$ cat config.mk
export PLATFORM = sky130hd
export DESIGN_NAME = valu_lane_top
export DESIGN_NICKNAME = d
export VERILOG_FILES = /design/src/valu_pkg.sv /design/src/valu_cmd_queue.sv /design/src/valu_elem_assemble.sv /design/src/valu_lane_top.sv /design/src/valu_slice_alu.sv /design/src/valu_slice_seq.sv
export SDC_FILE = /design/constraint.sdc
export NUM_CORES = 1
export LEC_CHECK = 0
export BUFFER_PORTS_ARGS = -buffer_cell sky130_fd_sc_hd__buf_2
export CAP_MARGIN = 20
export CORE_AREA = 2 2 266 268
export DETAILED_ROUTE_END_ITERATION = 6
export DIE_AREA = 0 0 268 270
export HOLD_SLACK_MARGIN = 0.03
export PLACE_DENSITY = 0.69
export SYNTH_ARGS = -nofsm -noshare
export SYNTH_HDL_FRONTEND = slang
export SYNTH_HIERARCHICAL = 1
export SYNTH_SLANG_ARGS = --single-unit
$ cat constraint.sdc
create_clock -name clk -period 11.04 [get_ports clk]
set_clock_uncertainty 0.15 [all_clocks]
set_input_delay 0 -clock clk [delete_from_list [all_inputs] [get_ports clk]]
set_output_delay 0 -clock clk [all_outputs]
set_load 0.005 [all_outputs]
$ cat src/valu_pkg.sv
`default_nettype none

package valu_pkg;

    localparam int LANE_W      = 16;
    localparam int ELEM_W      = 64;
    localparam int MAX_SLICES  = ELEM_W / LANE_W;
    localparam int SLICE_IDX_W = 2;
    localparam int CMD_DEPTH   = 2;
    localparam int CMD_PTR_W   = 1;
    localparam int CMD_CNT_W   = 2;     // holds 0..CMD_DEPTH
    localparam int RES_CREDITS = 2;
    localparam int CRED_W      = 2;
    localparam int TAG_W       = 4;
    localparam int CPOP_W      = 7;     // up to 64 ones

    // funct6 codes of OPIVV and OPMVV do not overlap
    typedef enum logic [5:0] {
        VADD   = 6'b000000,
        VSUB   = 6'b000010,
        VRSUB  = 6'b000011,
        VMINU  = 6'b000100,
        VMIN   = 6'b000101,
        VMAXU  = 6'b000110,
        VMAX   = 6'b000111,
        VAND   = 6'b001001,
        VOR    = 6'b001010,
        VXOR   = 6'b001011,
        VCPOP  = 6'b010000,
        VMANDN = 6'b011000,
        VMAND  = 6'b011001,
        VMOR   = 6'b011010,
        VMXOR  = 6'b011011,
        VMORN  = 6'b011100,
        VMNAND = 6'b011101,
        VMNOR  = 6'b011110,
        VMXNOR = 6'b011111
    } valu_op_e;

    typedef enum logic [2:0] {
        E8  = 3'b000,
        E16 = 3'b001,
        E32 = 3'b010,
        E64 = 3'b011
    } sew_e;

    typedef enum logic [1:0] {
        UNDECIDED = 2'b00,
        VS2_LT    = 2'b01,
        VS2_GE    = 2'b10
    } cmp_state_e;

    typedef enum logic {
        IDLE,
        RUN
    } seq_state_e;

    typedef struct packed {
        valu_op_e          op;
        sew_e              sew;
        logic [ELEM_W-1:0] vs1;
        logic [ELEM_W-1:0] vs2;
        logic [TAG_W-1:0]  tag;
    } valu_cmd_t;

    typedef struct packed {
        valu_op_e               op;
        sew_e                   sew;
        logic [LANE_W-1:0]      a;      // vs2 slice
        logic [LANE_W-1:0]      b;      // vs1 slice
        logic [SLICE_IDX_W-1:0] idx;
        logic                   first;
        logic                   last;
        logic [TAG_W-1:0]       tag;
    } valu_slice_t;

    typedef struct packed {
        logic [LANE_W-1:0]      data;
        logic [SLICE_IDX_W-1:0] idx;
        logic                   last;
        cmp_state_e             cmp;
        logic [TAG_W-1:0]       tag;
    } valu_slice_res_t;

    typedef struct packed {
        logic [ELEM_W-1:0] data;
        logic [TAG_W-1:0]  tag;
    } valu_res_t;

endpackage

`default_nettype wire

$ cat src/valu_cmd_queue.sv
`timescale 1ns/1ps
`default_nettype none

module valu_cmd_queue (
    input  wire                     clk,
    input  wire                     resetn,
    input  wire                     cmd_valid,
    input  wire valu_pkg::valu_cmd_t cmd,
    input  wire                     q_pop,
    output logic                    q_valid,
    output valu_pkg::valu_cmd_t     q_cmd,
    output logic                    cmd_credit
);
    import valu_pkg::*;

    valu_cmd_t            mem [CMD_DEPTH];
    logic [CMD_PTR_W-1:0] wr_ptr;
    logic [CMD_PTR_W-1:0] rd_ptr;
    logic [CMD_CNT_W-1:0] count;

    assign q_valid    = (count != '0);
    assign q_cmd      = mem[rd_ptr];
    assign cmd_credit = q_pop;      // one credit back per entry leaving

    always_ff @(posedge clk) begin
        if (cmd_valid) begin
            mem[wr_ptr] <= cmd;
        end
    end

    // pointers wrap on their own since depth is a power of two
    always_ff @(posedge clk) begin
        if (!resetn) begin
            wr_ptr <= '0;
            rd_ptr <= '0;
            count  <= '0;
        end else begin
            if (cmd_valid) begin
                wr_ptr <= wr_ptr + 1'b1;
            end
            if (q_pop) begin
                rd_ptr <= rd_ptr + 1'b1;
            end
            case ({cmd_valid, q_pop})
                2'b10:   count <= count + 1'b1;
                2'b01:   count <= count - 1'b1;
                default: count <= count;
            endcase
        end
    end

    // producer must hold a credit to push
    a_no_overflow: assert property (@(posedge clk) disable iff (!resetn)
        cmd_valid |-> (count < CMD_DEPTH));

    a_no_underflow: assert property (@(posedge clk) disable iff (!resetn)
        q_pop |-> q_valid);

endmodule

`default_nettype wire

$ cat src/valu_elem_assemble.sv
`timescale 1ns/1ps
`default_nettype none

module valu_elem_assemble (
    input  wire                           clk,
    input  wire                           resetn,
    input  wire                           sres_valid,
    input  wire valu_pkg::valu_slice_res_t sres,
    output logic                          res_valid,
    output valu_pkg::valu_res_t           res
);
    import valu_pkg::*;

    logic [ELEM_W-1:0] elem_q;
    logic [ELEM_W-1:0] merged;
    logic              done;

    assign done = sres_valid && sres.last;

    always_comb begin
        merged = elem_q;
        merged[sres.idx * LANE_W +: LANE_W] = sres.data;
    end

    always_ff @(posedge clk) begin
        if (!resetn) begin
            elem_q    <= '0;
            res_valid <= 1'b0;
        end else begin
            res_valid <= done;
            if (sres_valid) begin
                elem_q <= sres.last ? '0 : merged;  // cleared so upper bits read zero
            end
        end
    end

    always_ff @(posedge clk) begin
        if (done) begin
            res.data <= merged;
            res.tag  <= sres.tag;
        end
    end

    // slices of one element arrive back to back
    a_elem_contig: assert property (@(posedge clk) disable iff (!resetn)
        (sres_valid && !sres.last) |=> (sres_valid && (sres.tag == $past(sres.tag))));

    // compare decision holds for the rest of the element
    a_cmp_stable: assert property (@(posedge clk) disable iff (!resetn)
        (sres_valid && !sres.last && (sres.cmp != UNDECIDED))
            |=> (sres_valid && (sres.cmp == $past(sres.cmp))));

endmodule

`default_nettype wire

$ cat src/valu_lane_top.sv
`timescale 1ns/1ps
`default_nettype none

module valu_lane_top (
    input  wire                     clk,
    input  wire                     resetn,
    input  wire                     cmd_valid,
    input  wire valu_pkg::valu_cmd_t cmd,
    input  wire                     res_credit,
    output logic                    cmd_credit,
    output logic                    res_valid,
    output valu_pkg::valu_res_t     res
);
    import valu_pkg::*;

    logic            q_valid;
    valu_cmd_t       q_cmd;
    logic            q_pop;
    logic            slice_valid;
    valu_slice_t     slice;
    logic            sres_valid;
    valu_slice_res_t sres;

    valu_cmd_queue u_queue (
        .clk        (clk),
        .resetn     (resetn),
        .cmd_valid  (cmd_valid),
        .cmd        (cmd),
        .q_pop      (q_pop),
        .q_valid    (q_valid),
        .q_cmd      (q_cmd),
        .cmd_credit (cmd_credit)
    );

    valu_slice_seq u_seq (
        .clk         (clk),
        .resetn      (resetn),
        .q_valid     (q_valid),
        .q_cmd       (q_cmd),
        .res_valid   (res_valid),
        .res_credit  (res_credit),
        .q_pop       (q_pop),
        .slice_valid (slice_valid),
        .slice       (slice)
    );

    valu_slice_alu u_alu (
        .clk         (clk),
        .resetn      (resetn),
        .slice_valid (slice_valid),
        .slice       (slice),
        .sres_valid  (sres_valid),
        .sres        (sres)
    );

    valu_elem_assemble u_asm (
        .clk        (clk),
        .resetn     (resetn),
        .sres_valid (sres_valid),
        .sres       (sres),
        .res_valid  (res_valid),
        .res        (res)
    );

endmodule

`default_nettype wire

$ cat src/valu_slice_alu.sv
`timescale 1ns/1ps
`default_nettype none

module valu_slice_alu (
    input  wire                       clk,
    input  wire                       resetn,
    input  wire                       slice_valid,
    input  wire valu_pkg::valu_slice_t slice,
    output logic                      sres_valid,
    output valu_pkg::valu_slice_res_t sres
);
    import valu_pkg::*;

    logic [LANE_W-1:0] a;
    logic [LANE_W-1:0] b;
    logic [LANE_W-1:0] sew_mask;
    logic [LANE_W-1:0] sgn_flip;
    logic [LANE_W-1:0] add_x;
    logic [LANE_W-1:0] add_y;
    logic [LANE_W-1:0] res_data;
    logic [LANE_W:0]   sum;
    logic              carry_in;
    logic              carry_q;
    logic              lt;
    logic              is_sub;
    logic              is_rsub;
    logic              is_signed;
    logic              is_minmax;
    cmp_state_e        cmp_q;
    cmp_state_e        cmp_prev;
    cmp_state_e        cmp_now;
    logic [CPOP_W-1:0] acc_q;
    logic [CPOP_W-1:0] acc_next;
    valu_slice_res_t   sres_d;

    // ones in a nibble
    function automatic logic [2:0] pop4(input logic [3:0] v);
        case (v)
            4'h0:                   return 3'd0;
            4'h1, 4'h2, 4'h4, 4'h8: return 3'd1;
            4'h7, 4'hb, 4'hd, 4'he: return 3'd3;
            4'hf:                   return 3'd4;
            default:                return 3'd2;
        endcase
    endfunction

    function automatic logic [3:0] pop8(input logic [7:0] v);
        return {1'b0, pop4(v[7:4])} + {1'b0, pop4(v[3:0])};
    endfunction

    assign a = slice.a;
    assign b = slice.b;

    always_comb begin
        sew_mask  = (slice.sew == E8) ? LANE_W'(8'hff) : '1;
        is_sub    = (slice.op == VSUB);
        is_rsub   = (slice.op == VRSUB);
        is_signed = (slice.op == VMIN) || (slice.op == VMAX);
        is_minmax = slice.op inside {VMINU, VMIN, VMAXU, VMAX};

        // subtrahend inverted with the +1 as first carry
        carry_in = slice.first ? (is_sub || is_rsub) : carry_q;
        add_x    = is_rsub ? b : a;
        add_y    = (is_sub ? ~b : (is_rsub ? ~a : b)) & sew_mask;
        sum      = {1'b0, add_x} + {1'b0, add_y} + {{LANE_W{1'b0}}, carry_in};

        // signed compare only on the top slice which comes first
        if (is_signed && slice.first) begin
            sgn_flip = (slice.sew == E8) ? LANE_W'(8'h80) : {1'b1, {(LANE_W-1){1'b0}}};
        end else begin
            sgn_flip = '0;
        end
        lt       = (a ^ sgn_flip) < (b ^ sgn_flip);
        cmp_prev = slice.first ? UNDECIDED : cmp_q;
        if ((cmp_prev == UNDECIDED) && (a != b)) begin
            cmp_now = lt ? VS2_LT : VS2_GE;
        end else begin
            cmp_now = cmp_prev;
        end

        acc_next = (slice.first ? '0 : acc_q) + CPOP_W'(pop8(a[15:8])) + CPOP_W'(pop8(a[7:0]));

        case (slice.op)
            VAND, VMAND:       res_data = a & b;
            VOR, VMOR:         res_data = a | b;
            VXOR, VMXOR:       res_data = a ^ b;
            VMNAND:            res_data = ~(a & b);
            VMANDN:            res_data = a & ~b;
            VMNOR:             res_data = ~(a | b);
            VMORN:             res_data = a | ~b;
            VMXNOR:            res_data = ~(a ^ b);
            VADD, VSUB, VRSUB: res_data = sum[LANE_W-1:0];
            VMINU, VMIN:       res_data = (cmp_now == VS2_GE) ? b : a;  // undecided means equal
            VMAXU, VMAX:       res_data = (cmp_now == VS2_LT) ? b : a;
            VCPOP:             res_data = slice.last ? LANE_W'(acc_next) : '0;
            default:           res_data = '0;
        endcase

        sres_d.data = res_data & sew_mask;
        sres_d.idx  = ((slice.op == VCPOP) && slice.last) ? '0 : slice.idx;  // total to slice 0
        sres_d.last = slice.last;
        sres_d.cmp  = is_minmax ? cmp_now : UNDECIDED;
        sres_d.tag  = slice.tag;
    end

    always_ff @(posedge clk) begin
        if (!resetn) begin
            sres_valid <= 1'b0;
            carry_q    <= 1'b0;
            cmp_q      <= UNDECIDED;
            acc_q      <= '0;
        end else begin
            sres_valid <= slice_valid;
            if (slice_valid) begin
                carry_q <= (slice.sew == E8) ? sum[8] : sum[LANE_W];
                cmp_q   <= cmp_now;
                acc_q   <= acc_next;
            end
        end
    end

    always_ff @(posedge clk) begin
        if (slice_valid) begin
            sres <= sres_d;
        end
    end

endmodule

`default_nettype wire

$ cat src/valu_slice_seq.sv
`timescale 1ns/1ps
`default_nettype none

module valu_slice_seq (
    input  wire                     clk,
    input  wire                     resetn,
    input  wire                     q_valid,
    input  wire valu_pkg::valu_cmd_t q_cmd,
    input  wire                     res_valid,
    input  wire                     res_credit,
    output logic                    q_pop,
    output logic                    slice_valid,
    output valu_pkg::valu_slice_t   slice
);
    import valu_pkg::*;

    seq_state_e             state;
    valu_cmd_t              cmd_q;
    logic [SLICE_IDX_W-1:0] slice_cnt;
    logic [SLICE_IDX_W-1:0] last_idx;
    logic [SLICE_IDX_W-1:0] cur_idx;
    logic [CRED_W-1:0]      cred_cnt;
    logic [CRED_W-1:0]      resv_cnt;   // elements holding a credit whose result is not out yet
    logic [ELEM_W-1:0]      vs1_m;
    logic [ELEM_W-1:0]      vs2_m;
    logic                   last_issue;
    logic                   msb_first;

    function automatic logic [ELEM_W-1:0] sew_mask(input sew_e s);
        case (s)
            E8:      return ELEM_W'(8'hff);
            E16:     return ELEM_W'(16'hffff);
            E32:     return ELEM_W'(32'hffff_ffff);
            default: return '1;
        endcase
    endfunction

    function automatic logic [SLICE_IDX_W-1:0] top_slice(input sew_e s);
        case (s)
            E32:     return SLICE_IDX_W'(1);
            E64:     return SLICE_IDX_W'(3);
            default: return '0;
        endcase
    endfunction

    assign slice_valid = (state == RUN);
    assign last_issue  = slice_valid && (slice_cnt == last_idx);
    // next head may start right behind the last slice
    assign q_pop = q_valid && (cred_cnt != '0) && ((state == IDLE) || last_issue);

    always_comb begin
        last_idx    = top_slice(cmd_q.sew);
        msb_first   = cmd_q.op inside {VMINU, VMIN, VMAXU, VMAX};
        cur_idx     = msb_first ? (last_idx - slice_cnt) : slice_cnt;
        vs1_m       = cmd_q.vs1 & sew_mask(cmd_q.sew);
        vs2_m       = cmd_q.vs2 & sew_mask(cmd_q.sew);
        slice.op    = cmd_q.op;
        slice.sew   = cmd_q.sew;
        slice.a     = vs2_m[cur_idx * LANE_W +: LANE_W];
        slice.b     = vs1_m[cur_idx * LANE_W +: LANE_W];
        slice.idx   = cur_idx;
        slice.first = (slice_cnt == '0);
        slice.last  = (slice_cnt == last_idx);
        slice.tag   = cmd_q.tag;
    end

    always_ff @(posedge clk) begin
        if (!resetn) begin
            state     <= IDLE;
            slice_cnt <= '0;
        end else if (q_pop) begin
            state     <= RUN;
            slice_cnt <= '0;
        end else if (last_issue) begin
            state <= IDLE;
        end else if (state == RUN) begin
            slice_cnt <= slice_cnt + 1'b1;
        end
    end

    always_ff @(posedge clk) begin
        if (q_pop) begin
            cmd_q <= q_cmd;
        end
    end

    always_ff @(posedge clk) begin
        if (!resetn) begin
            cred_cnt <= CRED_W'(RES_CREDITS);
            resv_cnt <= '0;
        end else begin
            if (q_pop && !res_credit) begin
                cred_cnt <= cred_cnt - 1'b1;    // reserved at element start
            end else if (res_credit && !q_pop) begin
                cred_cnt <= cred_cnt + 1'b1;
            end
            if (q_pop && !res_valid) begin
                resv_cnt <= resv_cnt + 1'b1;
            end else if (res_valid && !q_pop) begin
                resv_cnt <= resv_cnt - 1'b1;
            end
        end
    end

    a_cred_bound: assert property (@(posedge clk) disable iff (!resetn)
        (cred_cnt <= RES_CREDITS) && ((cred_cnt + resv_cnt) <= RES_CREDITS));

    a_slice_reserved: assert property (@(posedge clk) disable iff (!resetn)
        slice_valid |-> (resv_cnt != '0));

endmodule

`default_nettype wire

==> results by stage, run 1 <==
Die:
- The floorplan step defined a die boundary enclosing just over 70,000 sq um.
- The total number of placement rows is between 90 and 100.
- The die width is between 200 and 300 um.
- In this run the standard cell core region covers 69,540 sq um.
- In this run the vertical extent of the chip is around 270 um.
- The top-level I/O count is approximately 220.
- Once the floorplan was initialized, standard cells occupied approximately 40% of the core.

Timing:
- The final count of hold timing violations is 0.
- Setup slack closes at roughly 3.7 ns.
- The setup violation total in the final timing report is 0.
- The maximum achievable frequency is 0.1362 GHz.
- The max-slew violation count was 0.
- The slew of the pin with the lowest slew margin is roughly 1.1 ns.
- The period utilization is 66.48%.
- The worst path in the final design needs a cycle of between 7 and 8 ns, including I/O delays and setup.
- Adding up every negative setup slack in the final design gives 0 ns.
- Setup repair after global routing left no endpoint under its margin.
- The worst max-slew margin expressed relative to the limit is approximately 26%.

Power:
- The power per cell area is roughly 280 nW/um^2.
- The worst IR drop on VDD is approximately 0.37 mV.
- Overall power consumption after layout is estimated at a little under 0.01 W.
- The standby leakage power is 13.20 nW.

Clock tree:
- TritonCTS built the clock tree.
- The clock network latency to the later pin of the worst-skew pair is approximately 0.64 ns.
- The number of cells upsized or downsized after cts is 0.
- The maximum clock path buffer count is 3.
- The number of hold buffers added after cts is between 200 and 300.
- The level count of the clock H-tree is 2.
- The clock drives 600 sinks.
- The tree is rooted in a sky130_fd_sc_hd__clkbuf_16.
- The number of clock buffers inserted by TritonCTS is 61.
- The post-CTS clock slew at the launch and capture registers of the worst setup and hold paths is roughly 0.060 ns.
- In this run the post-CTS setup repair buffer count came out at 0.

Flow run:
- The number of maximum-capacitance constraint violations is 0.

Global route:
- The number of global-route vias before repair was 18,610.
- The number of antenna violations at the first check in global routing is 0.
- Entering global routing, the biggest net connects 77 pins.
- For this run the aggregate overflow at the end of global routing stands at 0.
- The global router's overall resource usage is approximately 20%.
- The first global-routing pass estimated between 100,000 and 150,000 um of wire.

Layout:
- The library cell used most frequently in the layout, excluding fill and tap cells, is sky130_fd_sc_hd__edfxtp_1.
- Summing all non-filler instances in the final layout gives an area of 34,720 sq um.
- The count of inserted antenna diode cells is 0.
- The count of cells in the finished layout, fillers not included, comes to 3,521.
- Cells with a size suffix above 1 make up about a fifth of the layout.
- The net total in the final layout is ~2,800.
- In the layout the commonest cells are 514 x sky130_fd_sc_hd__edfxtp_1, 287 x sky130_fd_sc_hd__dlygate4sd3_1, 214 x sky130_fd_sc_hd__buf_2, 144 x sky130_fd_sc_hd__nand2_1, 131 x sky130_fd_sc_hd__o21ai_0.
- The filler cell count in the final layout is 5,726.
- Relative to the synthesized area, the layout overhead comes to 23.46%.

Route:
- The detail route stage leaves a number of antenna-violating nets equal to 0.
- The routed wire length per instance is roughly 21 um.
- After the first detailed-routing iteration, the DRC count stood at ~1,800.
- The vias per cell is around 5.3.
- For this run, design rule violations remaining after detail routing come to 0.
- The final routed wirelength across all metal layers is 73,770 um.
- Before antenna repair, the detailed router went through 5 iterations.
- The routed layout has around 19,000 vias.

Status:
- The run finished with clean final reports.

Worst setup path:
- The data arrival at the endpoint of the critical path is 7.51 ns.
- The critical path is of the reg2reg type.
- The critical-path maximum fanout is 50.
- The launching point of the worst reg2reg path is u_seq/slice[48]$_DFFE_PP_.
- STA classifies the critical path startpoint as a flop.
- STA puts the critical path data required time at about 11 ns.
- The worst setup path startpoint is u_seq/slice[48]$_DFFE_PP_.
- The element type at the critical path end is a flop.

Yosys:
- The net count after synthesis is 2,346.
- The Yosys step of the flow raised 6 warnings.
- Each instance of the synthesized netlist takes up on average 13.51 sq um.
- The gate count of the mapped netlist is ~2,100.
- The synthesized area is roughly 28,000 sq um.

Placement:
- The final weighted congestion of routability-driven global placement is 0.9403.
- After legalization and detailed placement, the total HPWL measured 47,070 um.
- Once placement finished, the instance area stood at about 30,000 sq um.
- The cell count after placement is between 3,000 and 4,000.
- At the placement stage, the worst setup path has a slack of 3.827 ns.
- Buffers placed on the I/O ports in this run total between 200 and 250.

Worst hold path:
- The beginning of the worst hold path is u_alu/sres[2]$_DFFE_PP_.
- The path class of the tightest hold or removal check is reg2reg.
metal layers:
layer  vias up  global-route usage, %  part of all wire, %
met4         0                  8.203                  4.2
met3       162                  2.781                  5.1
met1      9099                  24.64                   41
li1       8669                      -                    -
met5         -                      0                    0
met2       685                  34.56                   50
critical path: stages (launching register included):
cell and delay (ns):
sky130_fd_sc_hd__edfxtp_1 0.55, sky130_fd_sc_hd__nor4b_4 0.41, sky130_fd_sc_hd__mux2_4 0.61, sky130_fd_sc_hd__inv_4 0.26, sky130_fd_sc_hd__nor2_8 0.31, sky130_fd_sc_hd__a22oi_1 0.11
sky130_fd_sc_hd__mux2i_1 0.66, sky130_fd_sc_hd__inv_1 0.23, sky130_fd_sc_hd__ha_1 0.36, sky130_fd_sc_hd__xnor2_1 0.14, sky130_fd_sc_hd__xnor2_1 0.19, sky130_fd_sc_hd__fa_1 0.48
sky130_fd_sc_hd__fa_1 0.45, sky130_fd_sc_hd__fa_1 0.61, sky130_fd_sc_hd__inv_1 0.06, sky130_fd_sc_hd__ha_1 0.29, sky130_fd_sc_hd__a21o_1 0.18, sky130_fd_sc_hd__a21oi_1 0.24
sky130_fd_sc_hd__xnor2_1 0.14, sky130_fd_sc_hd__a21oi_1 0.17, sky130_fd_sc_hd__o21ai_0 0.09, sky130_fd_sc_hd__a21oi_1 0.15, sky130_fd_sc_hd__o221ai_1 0.14
report_power, final:
| group | switching (W) | leakage [nW] | total, W | internal, W |
|---|---|---|---|---|
| Sequential | 0.000264 | 5.53 | 0.00323 | 0.00297 |
| Clock | 0.000911 | 0.986 | 0.00211 | 0.00120 |
| Combinational | 0.00275 | 6.69 | 0.00451 | 0.00176 |
| Total | 0.00393 | 13.2 | 0.00986 | 0.00593 |
final timing paths:
path | to | slack, ns | cells after the start
hold / removal | u_asm/res[2]$_DFFE_PP_ | 0.27 | 0
setup / recovery | u_alu/sres[13]$_DFFE_PP_ | 3.70 | 22
setup reg to reg | u_alu/sres[13]$_DFFE_PP_ | 3.70 | 22
hold reg to reg | u_asm/res[2]$_DFFE_PP_ | 0.27 | 0
state kept, by name, summed over array words and instances (netlist names), named ones only:
name               count
u_queue/mem          282
u_seq/cmd_q          128
u_asm/res             68
u_asm/elem_q          64
u_alu/sres            23
u_seq/slice           13
u_alu/acc_q            7
u_alu/cmp_q            2
u_queue/count          2
u_seq/cred_cnt         2
u_seq/slice_cnt        2
u_alu/carry_q          1
u_alu/sres_valid       1
u_asm/res_valid        1
u_queue/rd_ptr         1
u_queue/wr_ptr         1
u_seq/slice_valid      1
stage by stage:
stage	util, %	hold WS (ns)
floorplan	-	-0.07817
global placement	42.84	0.03749
detailed placement	42.84	0.04066
CTS	49.91	0.2698
global route	49.92	0.2927
finish	49.92	0.2682
cell type report:
class / instances / area, sq um / share of cell area [%]
Sequential cell: 600 / 17160 / 49.43
Timing Repair Buffer: 531 / 4169 / 12.01
Inverter: 119 / 449.2 / 1.294
Clock buffer: 69 / 1567 / 4.512
Multi-Input combinational cell: 1218 / 9719 / 28.00
Clock inverter: 44 / 475.5 / 1.370
Tap cell: 940 / 1176 / 3.388
Power figures use the tool's default switching activity.
==> run 2: changes to the inputs <==
clock period = 7.3 ns   (was 11.04 ns; I/O delays follow)
==> run 2 against run 1 <==
Net effect: final area is 0.98% higher; wire length up 5.7%; first-iteration DRC count decreased by 16%; utilization rose by 0.49 points; register-to-register slack lost 3.0 ns; sequential share of layout area down 0.48 points; sequential power increased by 51%; worst hold slack better by 0.0020 ns; maximum frequency increased by 10%; global-route usage rose by 1.5 points; non-clock buffer count is 20 higher; via count rose by 0.60%; highest routed layer unchanged.
==> results by stage, run 2 (same netlist as run 1, synthesis figures left out) <==
Timing:
- The max-slew violation count is 0.
- The final count of hold timing violations is 0.
- The slew of the pin with the lowest slew margin is between 1 and 1.5 ns.
- Setup repair after global routing left no endpoint under its margin.
- The period utilization is about nine tenths.
- Headroom to the max-slew limit came out at 22.45%.
- Setup total negative slack on the finished layout was measured at 0 ns.
- The maximum achievable frequency is 0.1505 GHz.
- Setup violations remaining at the end of the flow were counted as 0.
- The final worst setup slack is 0.6550 ns.
- The clock period could shrink to ~6.6 ns.

Worst setup path:
- The slowest stage of the critical path is the sky130_fd_sc_hd__mux2i_1 cell.
- In this run the worst path has a maximum fanout of 24.
- The number of buffers and inverters on the critical path is 3.
- For the worst flop-to-flop path, the logic depth is 21.
- The critical path is of the reg2reg type.
- STA classifies the critical path endpoint as a flop.
- The critical path crosses 21 cells after its start point.
- The data arrival at the endpoint of the critical path is about 6.8 ns.
- For the worst setup path, the data required time is between 7 and 8 ns.
- The largest single stage delay on the critical path is approximately 0.63 ns.
- Walking the worst path, the cells encountered are nor4b_4 > mux2_4 > nor2_2 > buf_4 > a22oi_1 > mux2i_1 > inv_1 > ha_1 > a211oi_1 > a21oi_1 > fa_1 > fa_1 > inv_1 > ha_1 > a21o_1 > a21oi_1 > o21bai_1 > a21oi_1 > xnor2_1 > a21oi_1 > o221ai_1.
- By instance count, the cell type seen most on the critical path is sky130_fd_sc_hd__a21oi_1.
- The family with the most delay on the worst path is adder cells.
- STA classifies the critical path startpoint as a flop.

Layout:
- The net total in the final layout is approximately 2,800.
- The register with the most flip-flops in the layout has 282 of them.
- The top cell types in the final layout, fill and taps aside, are 514 x sky130_fd_sc_hd__edfxtp_1, 287 x sky130_fd_sc_hd__dlygate4sd3_1, 214 x sky130_fd_sc_hd__buf_2, 144 x sky130_fd_sc_hd__nand2_1, 131 x sky130_fd_sc_hd__o21ai_0.
- In the final layout, the registers with the most flip-flops are u_queue/mem: 282 flops, u_seq/cmd_q: 128 flops, u_asm/res: 68 flops.
- The post-route netlist has about a fifth of its cells at a drive strength greater than 1.
- The number of antenna diodes in the final layout is 0.
- Compared with the post-synthesis result, the final layout area differs by 24.67%.
- After filler insertion, the fill cell instance count of the layout stands at about 5,800.
- Leaving out fill and tap cells, the most frequent cell in the layout is sky130_fd_sc_hd__edfxtp_1.
- The finished layout cell area is 35,060 sq um.
- Counting flops per register, the top entry is u_queue/mem.

Clock tree:
- The level count of the clock H-tree is 3.
- Counting along the longest clock path gives a buffer depth of 3.
- The number of clock sinks seen by CTS is 600.
- After clock tree synthesis, the flow added hold-fix buffers numbering 287.
- After clock tree synthesis, the repair step resized 0 gates.
- Clock tree synthesis selected as its root buffer the cell sky130_fd_sc_hd__clkbuf_16.
- The clock network latency to the later pin of the worst-skew pair is around 0.63 ns.
- The number of clock buffers inserted by TritonCTS is between 60 and 70.
- The post-CTS clock slew at the launch and capture registers of the worst setup and hold paths is roughly 0.060 ns.
- The clock tree from TritonCTS is yes.
- The buffer count from post-CTS setup fixing is 0.

Global route:
- The global-route wire length before repair is approximately 120,000 um.
- Global routing consumed, over all layers together, approximately a fifth of the routing resources.
- The number of global-route vias before repair is roughly 19,000.
- The remaining global-route overflow is 0.
- The pin count of the biggest net entering global routing is about 150.
- The number of antenna violations at the first check in global routing came to 0.

Placement:
- At the end of routability-driven placement, the weighted congestion stood at 0.9356.
- Detailed placement ended at an HPWL of about 49,000 um.
- The placement-stage worst setup slack is roughly 0.76 ns.
- The count of port buffers added during placement is 214.
- The total placed instance area is 29,980 sq um.

Die:
- The area enclosed by the die boundary is just over 70,000 sq um.
- The chip height is 270 um.
- In this run the standard cell core region covers a little under 70,000 sq um.
- The initial utilization of the core area, before any placement, comes to approximately two fifths.
- The die width is approximately 270 um.
- The initialized floorplan defines between 90 and 100 standard-cell rows.
- The top-level I/O count is between 200 and 250.

Power:
- The standby leakage power is between 10 and 15 nW.
- In this run switching power makes up roughly two fifths of total power.
- The internal cell power is 0.009170 W.
- Overall power consumption after layout is estimated at around 0.015 W.
- IR analysis of the VDD net gives a maximum drop of 0.5294 mV.
- The clock share of power is between 20% and 30%.
- The switching power of the nets is 0.006122 W.
- The share of total power in combinational logic is between 40 and 50%.
- Power spread over the standard cell area amounts to ~440 nW/um^2.
- Per report_power, the sequential group accounts for around a third of the total.

Route:
- The first routing iteration left ~1,500 violations.
- The number of routed nets with antenna violations is 0.
- The first detailed-routing pass ran for 5 iterations.
- The number of remaining DRC errors is 0.
- The total via count in the routed design is 18,730.
- After detailed routing, the total wire length is roughly 78,000 um.
- In the final routed layout, each cell accounts on average for 21.97 um.
- After detailed routing, the number of vias per cell comes to roughly 5.3.

Flow run:
- The tool flagged a number of max-cap violations equal to 0.

Worst hold path:
- The worst hold path passes through 0 cells.
- The path class of the tightest hold or removal check is reg2reg.

Status:
- The run finished with clean final reports.
[run 2: cell count changes in the layout (fill, tap and decap cells not counted), sizes merged]
cell,change
bufinv,-3
clkinvlp,-2
clkbuf,+7
clkinv,+8
inv,-4
buf,+20
[run 2: path summary, 6_finish.rpt]
| kind | slack, ns | endpoint | from |
|---|---|---|---|
| worst max-delay path | 0.66 | u_alu/sres[15]$_DFFE_PP_ | u_seq/slice[48]$_DFFE_PP_ |
| worst min register to register | 0.27 | u_alu/sres[3]$_DFFE_PP_ | u_seq/slice[3]$_DFFE_PP_ |
| worst max register to register | 0.66 | u_alu/sres[15]$_DFFE_PP_ | u_seq/slice[48]$_DFFE_PP_ |
| worst min-delay path | 0.27 | u_alu/sres[3]$_DFFE_PP_ | u_seq/slice[3]$_DFFE_PP_ |
[run 2: power by group through the flow]
stage	registers [W]	clock network [W]	logic, W
floorplan	0.00474	0	0.00495
global placement	0.00494	0	0.00682
detailed placement	0.00495	0	0.00684
CTS	0.00488	0.00338	0.00700
global route	0.00493	0.00356	0.00768
finish	0.00489	0.00336	0.00704
[run 2: cell type report]
cell class	count	area, sq um	area share (%)
clock buffers	76	1709	4.875
clock inverters	43	485.5	1.385
inverters	119	449.2	1.281
multi-input cells	1218	9719	27.72
flip-flops and latches	600	17160	48.95
well taps	940	1176	3.355
repair buffers	551	4357	12.43
[run 2: routing by layer]
layer / routed length (um) / GRT usage (%) / vias to the layer above / part of all wire, %
met5: 0 / 0 / - / 0
met4: 2667 / 8.321 / 0 / 3.4
met3: 4390 / 3.155 / 138 / 5.6
met2: 39970 / 37.85 / 699 / 51
met1: 30910 / 25.89 / 9180 / 40
li1: - / - / 8710 / -
[run 2: per-stage QoR]
stage	hold WS, ns	std cells	utilization, %
floorplan	-0.07817	2081	-
global route	0.2768	3547	50.41
global placement	0.03765	3140	43.11
detailed placement	0.04067	3140	43.11
CTS	0.2729	3546	50.40
finish	0.2702	3547	50.41
==> run 3: changes to the inputs <==
CELL_PAD_IN_SITES_DETAIL_PLACEMENT = 0   (was not set)
CELL_PAD_IN_SITES_GLOBAL_PLACEMENT = 1   (was not set)
CORE_AREA = 2 2 254 256   (was 2 2 266 268)
DIE_AREA = 0 0 256 258   (was 0 0 268 270)
PLACE_DENSITY = 0.83   (was 0.69)
==> run 3 against run 2 <==
Net effect: critical path depth increased by 1; utilization increased by 4.0 points; clock power decreased by 10%; die area decreased by 8.7%; flip-flop and latch count unchanged; global-route usage increased by 1.6 points; count of clock-buffer cells in the layout decreased by 1; via count increased by 0.27%; total power decreased by 2.7%.
==> results by stage, run 3 (same netlist as run 1, synthesis figures left out) <==
Die:
- The initial utilization of the core area, before any placement, comes to roughly 44%.
- After floorplanning, the core was divided into 93 placement rows.
- In this run the count of I/O pins placed on the die edge is 215.
- The core region is about 64,000 sq um.
- The area enclosed by the die boundary is approximately 66,000 sq um.
- The chip height is 258 um.
- The die is ~260 um wide.

Worst setup path:
- The element type at the critical path end is a flop.
- Along the worst path, the maximum fanout reaches 24.
- For the worst setup path, the data required time is ~7.5 ns.
- The startpoint identified for the worst register-to-register timing path is u_seq/slice[48]$_DFFE_PP_.
- The category of the most critical setup path is reg2reg.
- The data arrival at the endpoint of the critical path is around 7 ns.
- The worst setup path is launched from a flop.
- Setup slack on the worst reg-to-reg path comes out at 0.63 ns.
- The terminus of the critical flop-to-flop path is u_alu/sres[14]$_DFFE_PP_.
- Counting cells, the worst reg-to-reg path comes to 22.

Timing:
- Headroom to the max-slew limit came out at approximately 29%.
- Setup repair after global routing left no endpoint under its margin.
- The setup violation total in the final timing report is 0.
- The setup TNS after final layout is 0 ns.
- The final count of hold timing violations came to 0.
- The max-slew violation count is 0.
- Timing would allow up to roughly 0.15 GHz.
- The clock period could shrink to about 6.7 ns.
- Setup slack closes at approximately 0.63 ns.
- At the pin with the least slew margin, the transition time is around 1.1 ns.
- The period utilization is 91.36%.

Power:
- The standby leakage power is between 10 and 15 nW.
- The total power is roughly 0.015 W.
- Across the VDD grid, the largest voltage drop is 0.4121 mV.
- The power per cell area is between 400 and 500 nW/um^2.

Clock tree:
- The number of clock buffers inserted by TritonCTS is 58.
- TritonCTS built the clock tree.
- The maximum clock path buffer count is 3.
- The number of cells upsized or downsized after cts is 0.
- Clock latency on the worst-skew pair, taken at its later pin, is 0.66 ns.
- The post-CTS clock slew at the launch and capture registers of the worst setup and hold paths is 0.06 ns.
- The buffer type at the clock tree root is sky130_fd_sc_hd__clkbuf_16.
- In this run the number of H-tree levels came out at 2.
- The buffer count from post-CTS setup fixing is 0.
- Clock tree synthesis found a total of 600 sinks.

Layout:
- Compared with the post-synthesis result, the final layout area differs by 23.27%.
- 0 antenna diodes ended up in the layout.
- The most frequent standard cell in the layout excluding fill and tap cells is sky130_fd_sc_hd__edfxtp_1.
- The number of flip-flops in the largest register is about 280.
- The filler cell count in the final layout is ~5,000.
- The final core utilization is between 50% and 60%.
- More flip-flops sit in one register than any other, and that register is u_queue/mem.
- The final standard cell count with taps included and fillers excluded is 3,456.
- The top cell types in the final layout, fill and taps aside, are 514 x sky130_fd_sc_hd__edfxtp_1, 287 x sky130_fd_sc_hd__dlygate4sd3_1, 214 x sky130_fd_sc_hd__buf_2, 144 x sky130_fd_sc_hd__nand2_1, 131 x sky130_fd_sc_hd__o21ai_0.
- The multi-input combinational cells in the finished layout cover a total of a little under 10,000 sq um.
- The post-route netlist has a little over 20% of its cells at a drive strength greater than 1.
- In the final layout, the registers with the most flip-flops are u_queue/mem: 282 flops, u_seq/cmd_q: 128 flops, u_asm/res: 68 flops.
- The sequential cell area is 17,160 sq um.
- The net total in the final layout is roughly 2,800.

Status:
- The run finished with clean final reports.

Placement:
- At the end of routability-driven placement, the weighted congestion stood at between 0.9 and 1.
- During placement, the flow inserted port buffers numbering ~210.
- Detailed placement finished with a half-perimeter wire length of around 48,000 um.
- Counting tap cells, the placed design contains a total of roughly 3,100 instances.
- Before CTS, the worst setup slack after placement is just under 0.7 ns.

Global route:
- The global-route wire length before repair is about 120,000 um.
- The global router's overall resource usage is 22.96%.
- The number of global-route vias before repair came to approximately 19,000.
- The number of antenna violations at the first check in global routing is 0.
- The remaining global-route overflow is 0.
- The pin count of the biggest net entering global routing is about 140.

Worst hold path:
- The path class of the lowest-slack min-delay path is reg2reg.
- The beginning of the worst hold path is u_seq/slice[0]$_DFFE_PP_.
- The worst hold path terminates at u_alu/sres[0]$_DFFE_PP_.
- Along the worst hold path, the cell count comes to 0.

Route:
- For this block, the initial DRC count from the detailed router was 1,756.
- The first detailed-routing pass ran for 5 iterations.
- The routed wire length per instance is between 20 and 25 um.
- The final routed wirelength across all metal layers is roughly 77,000 um.
- Dividing the detail-routed via count by the number of cells gives about 5.4.
- The number of remaining DRC errors is 0.
- Once detail routing completed, the nets flagged for antenna violations numbered 0.
- The final route contains ~19,000 vias.

Flow run:
- The tool flagged a number of max-cap violations equal to 0.
==> run 3: cell types whose count changed in the layout (fill, tap and decap cells not counted), moves of 3 or more <==
cell and delta:
sky130_fd_sc_hd__clkbuf_16 -8, sky130_fd_sc_hd__clkbuf_1 +6, sky130_fd_sc_hd__inv_6 -6, sky130_fd_sc_hd__buf_4 +5, sky130_fd_sc_hd__clkinv_16 -3, sky130_fd_sc_hd__clkinv_2 -3
==> run 3: layout make-up <==
class                      instances  area share [%]
clock buffer                      75           4.458
multi-input combinational       1218           28.04
clock inverter                    33          0.9746
inverter                         119           1.296
timing repair buffer             556           12.64
sequential                       600           49.51
tap                              855           3.086
==> run 3: repair_timing <==
action / CTS / global route
setup endpoints to repair: 0 / 0
hold buffers: 287 / 0
hold endpoints to repair: 375 / 0
==> run 3: critical path, stage by stage, from the launching register on <==
cell and delay [ns]:
sky130_fd_sc_hd__edfxtp_1 0.56, sky130_fd_sc_hd__nor4b_4 0.44, sky130_fd_sc_hd__mux2_4 0.42, sky130_fd_sc_hd__nor2_2 0.39, sky130_fd_sc_hd__buf_4 0.35, sky130_fd_sc_hd__a22oi_1 0.10, sky130_fd_sc_hd__mux2i_1 0.59, sky130_fd_sc_hd__inv_1 0.26
sky130_fd_sc_hd__ha_1 0.28, sky130_fd_sc_hd__a211oi_1 0.25, sky130_fd_sc_hd__a21oi_1 0.11, sky130_fd_sc_hd__fa_1 0.48, sky130_fd_sc_hd__fa_1 0.48, sky130_fd_sc_hd__inv_1 0.07, sky130_fd_sc_hd__ha_1 0.16, sky130_fd_sc_hd__inv_1 0.06
sky130_fd_sc_hd__fa_1 0.40, sky130_fd_sc_hd__inv_1 0.07, sky130_fd_sc_hd__a21o_1 0.10, sky130_fd_sc_hd__a21oi_1 0.07, sky130_fd_sc_hd__xnor2_1 0.15, sky130_fd_sc_hd__a221oi_1 0.27, sky130_fd_sc_hd__o221ai_1 0.17
==> run 3: power breakdown <==
group | total [W] | internal [W] | switching, W
sequential | 0.00492 | 0.00449 | 0.000430
combinational | 0.00695 | 0.00278 | 0.00417
clock | 0.00301 | 0.00165 | 0.00136
==> run 3: worst max path at each step <==
| stage | slack (ns) | from | to |
|---|---|---|---|
| after floorplan | 0.33 | u_queue/wr_ptr$_SDFFE_PN0P_ | u_queue/mem[0][0]$_DFFE_PP_ |
| after global placement | 0.81 | u_seq/slice[48]$_DFFE_PP_ | u_alu/sres[14]$_DFFE_PP_ |
| after detailed placement | 0.68 | u_seq/slice[48]$_DFFE_PP_ | u_alu/sres[14]$_DFFE_PP_ |
| after CTS | 0.67 | u_seq/slice[48]$_DFFE_PP_ | u_alu/sres[14]$_DFFE_PP_ |
| after global routing | 0.17 | u_seq/slice[48]$_DFFE_PP_ | u_alu/sres[14]$_DFFE_PP_ |
| final | 0.63 | u_seq/slice[48]$_DFFE_PP_ | u_alu/sres[14]$_DFFE_PP_ |
==> run 3: metrics by stage <==
stage / hold WS [ns] / area [sq um]
2_1_floorplan: -0.07817 / 28120
3_3_place_gp: 0.03753 / 29880
3_5_place_dp: 0.04104 / 29890
4_1_cts: 0.2694 / 34650
5_1_grt: 0.2744 / 34660
6_report: 0.2684 / 34660
==> run 3: routing by layer <==
metal,vias to the layer above,part of all wire (%),GRT usage [%]
met2,697,52,42.02
met5,-,0,0
met3,121,5.1,2.856
met4,0,3.2,7.521
li1,8704,-,-
met1,9255,40,28.10
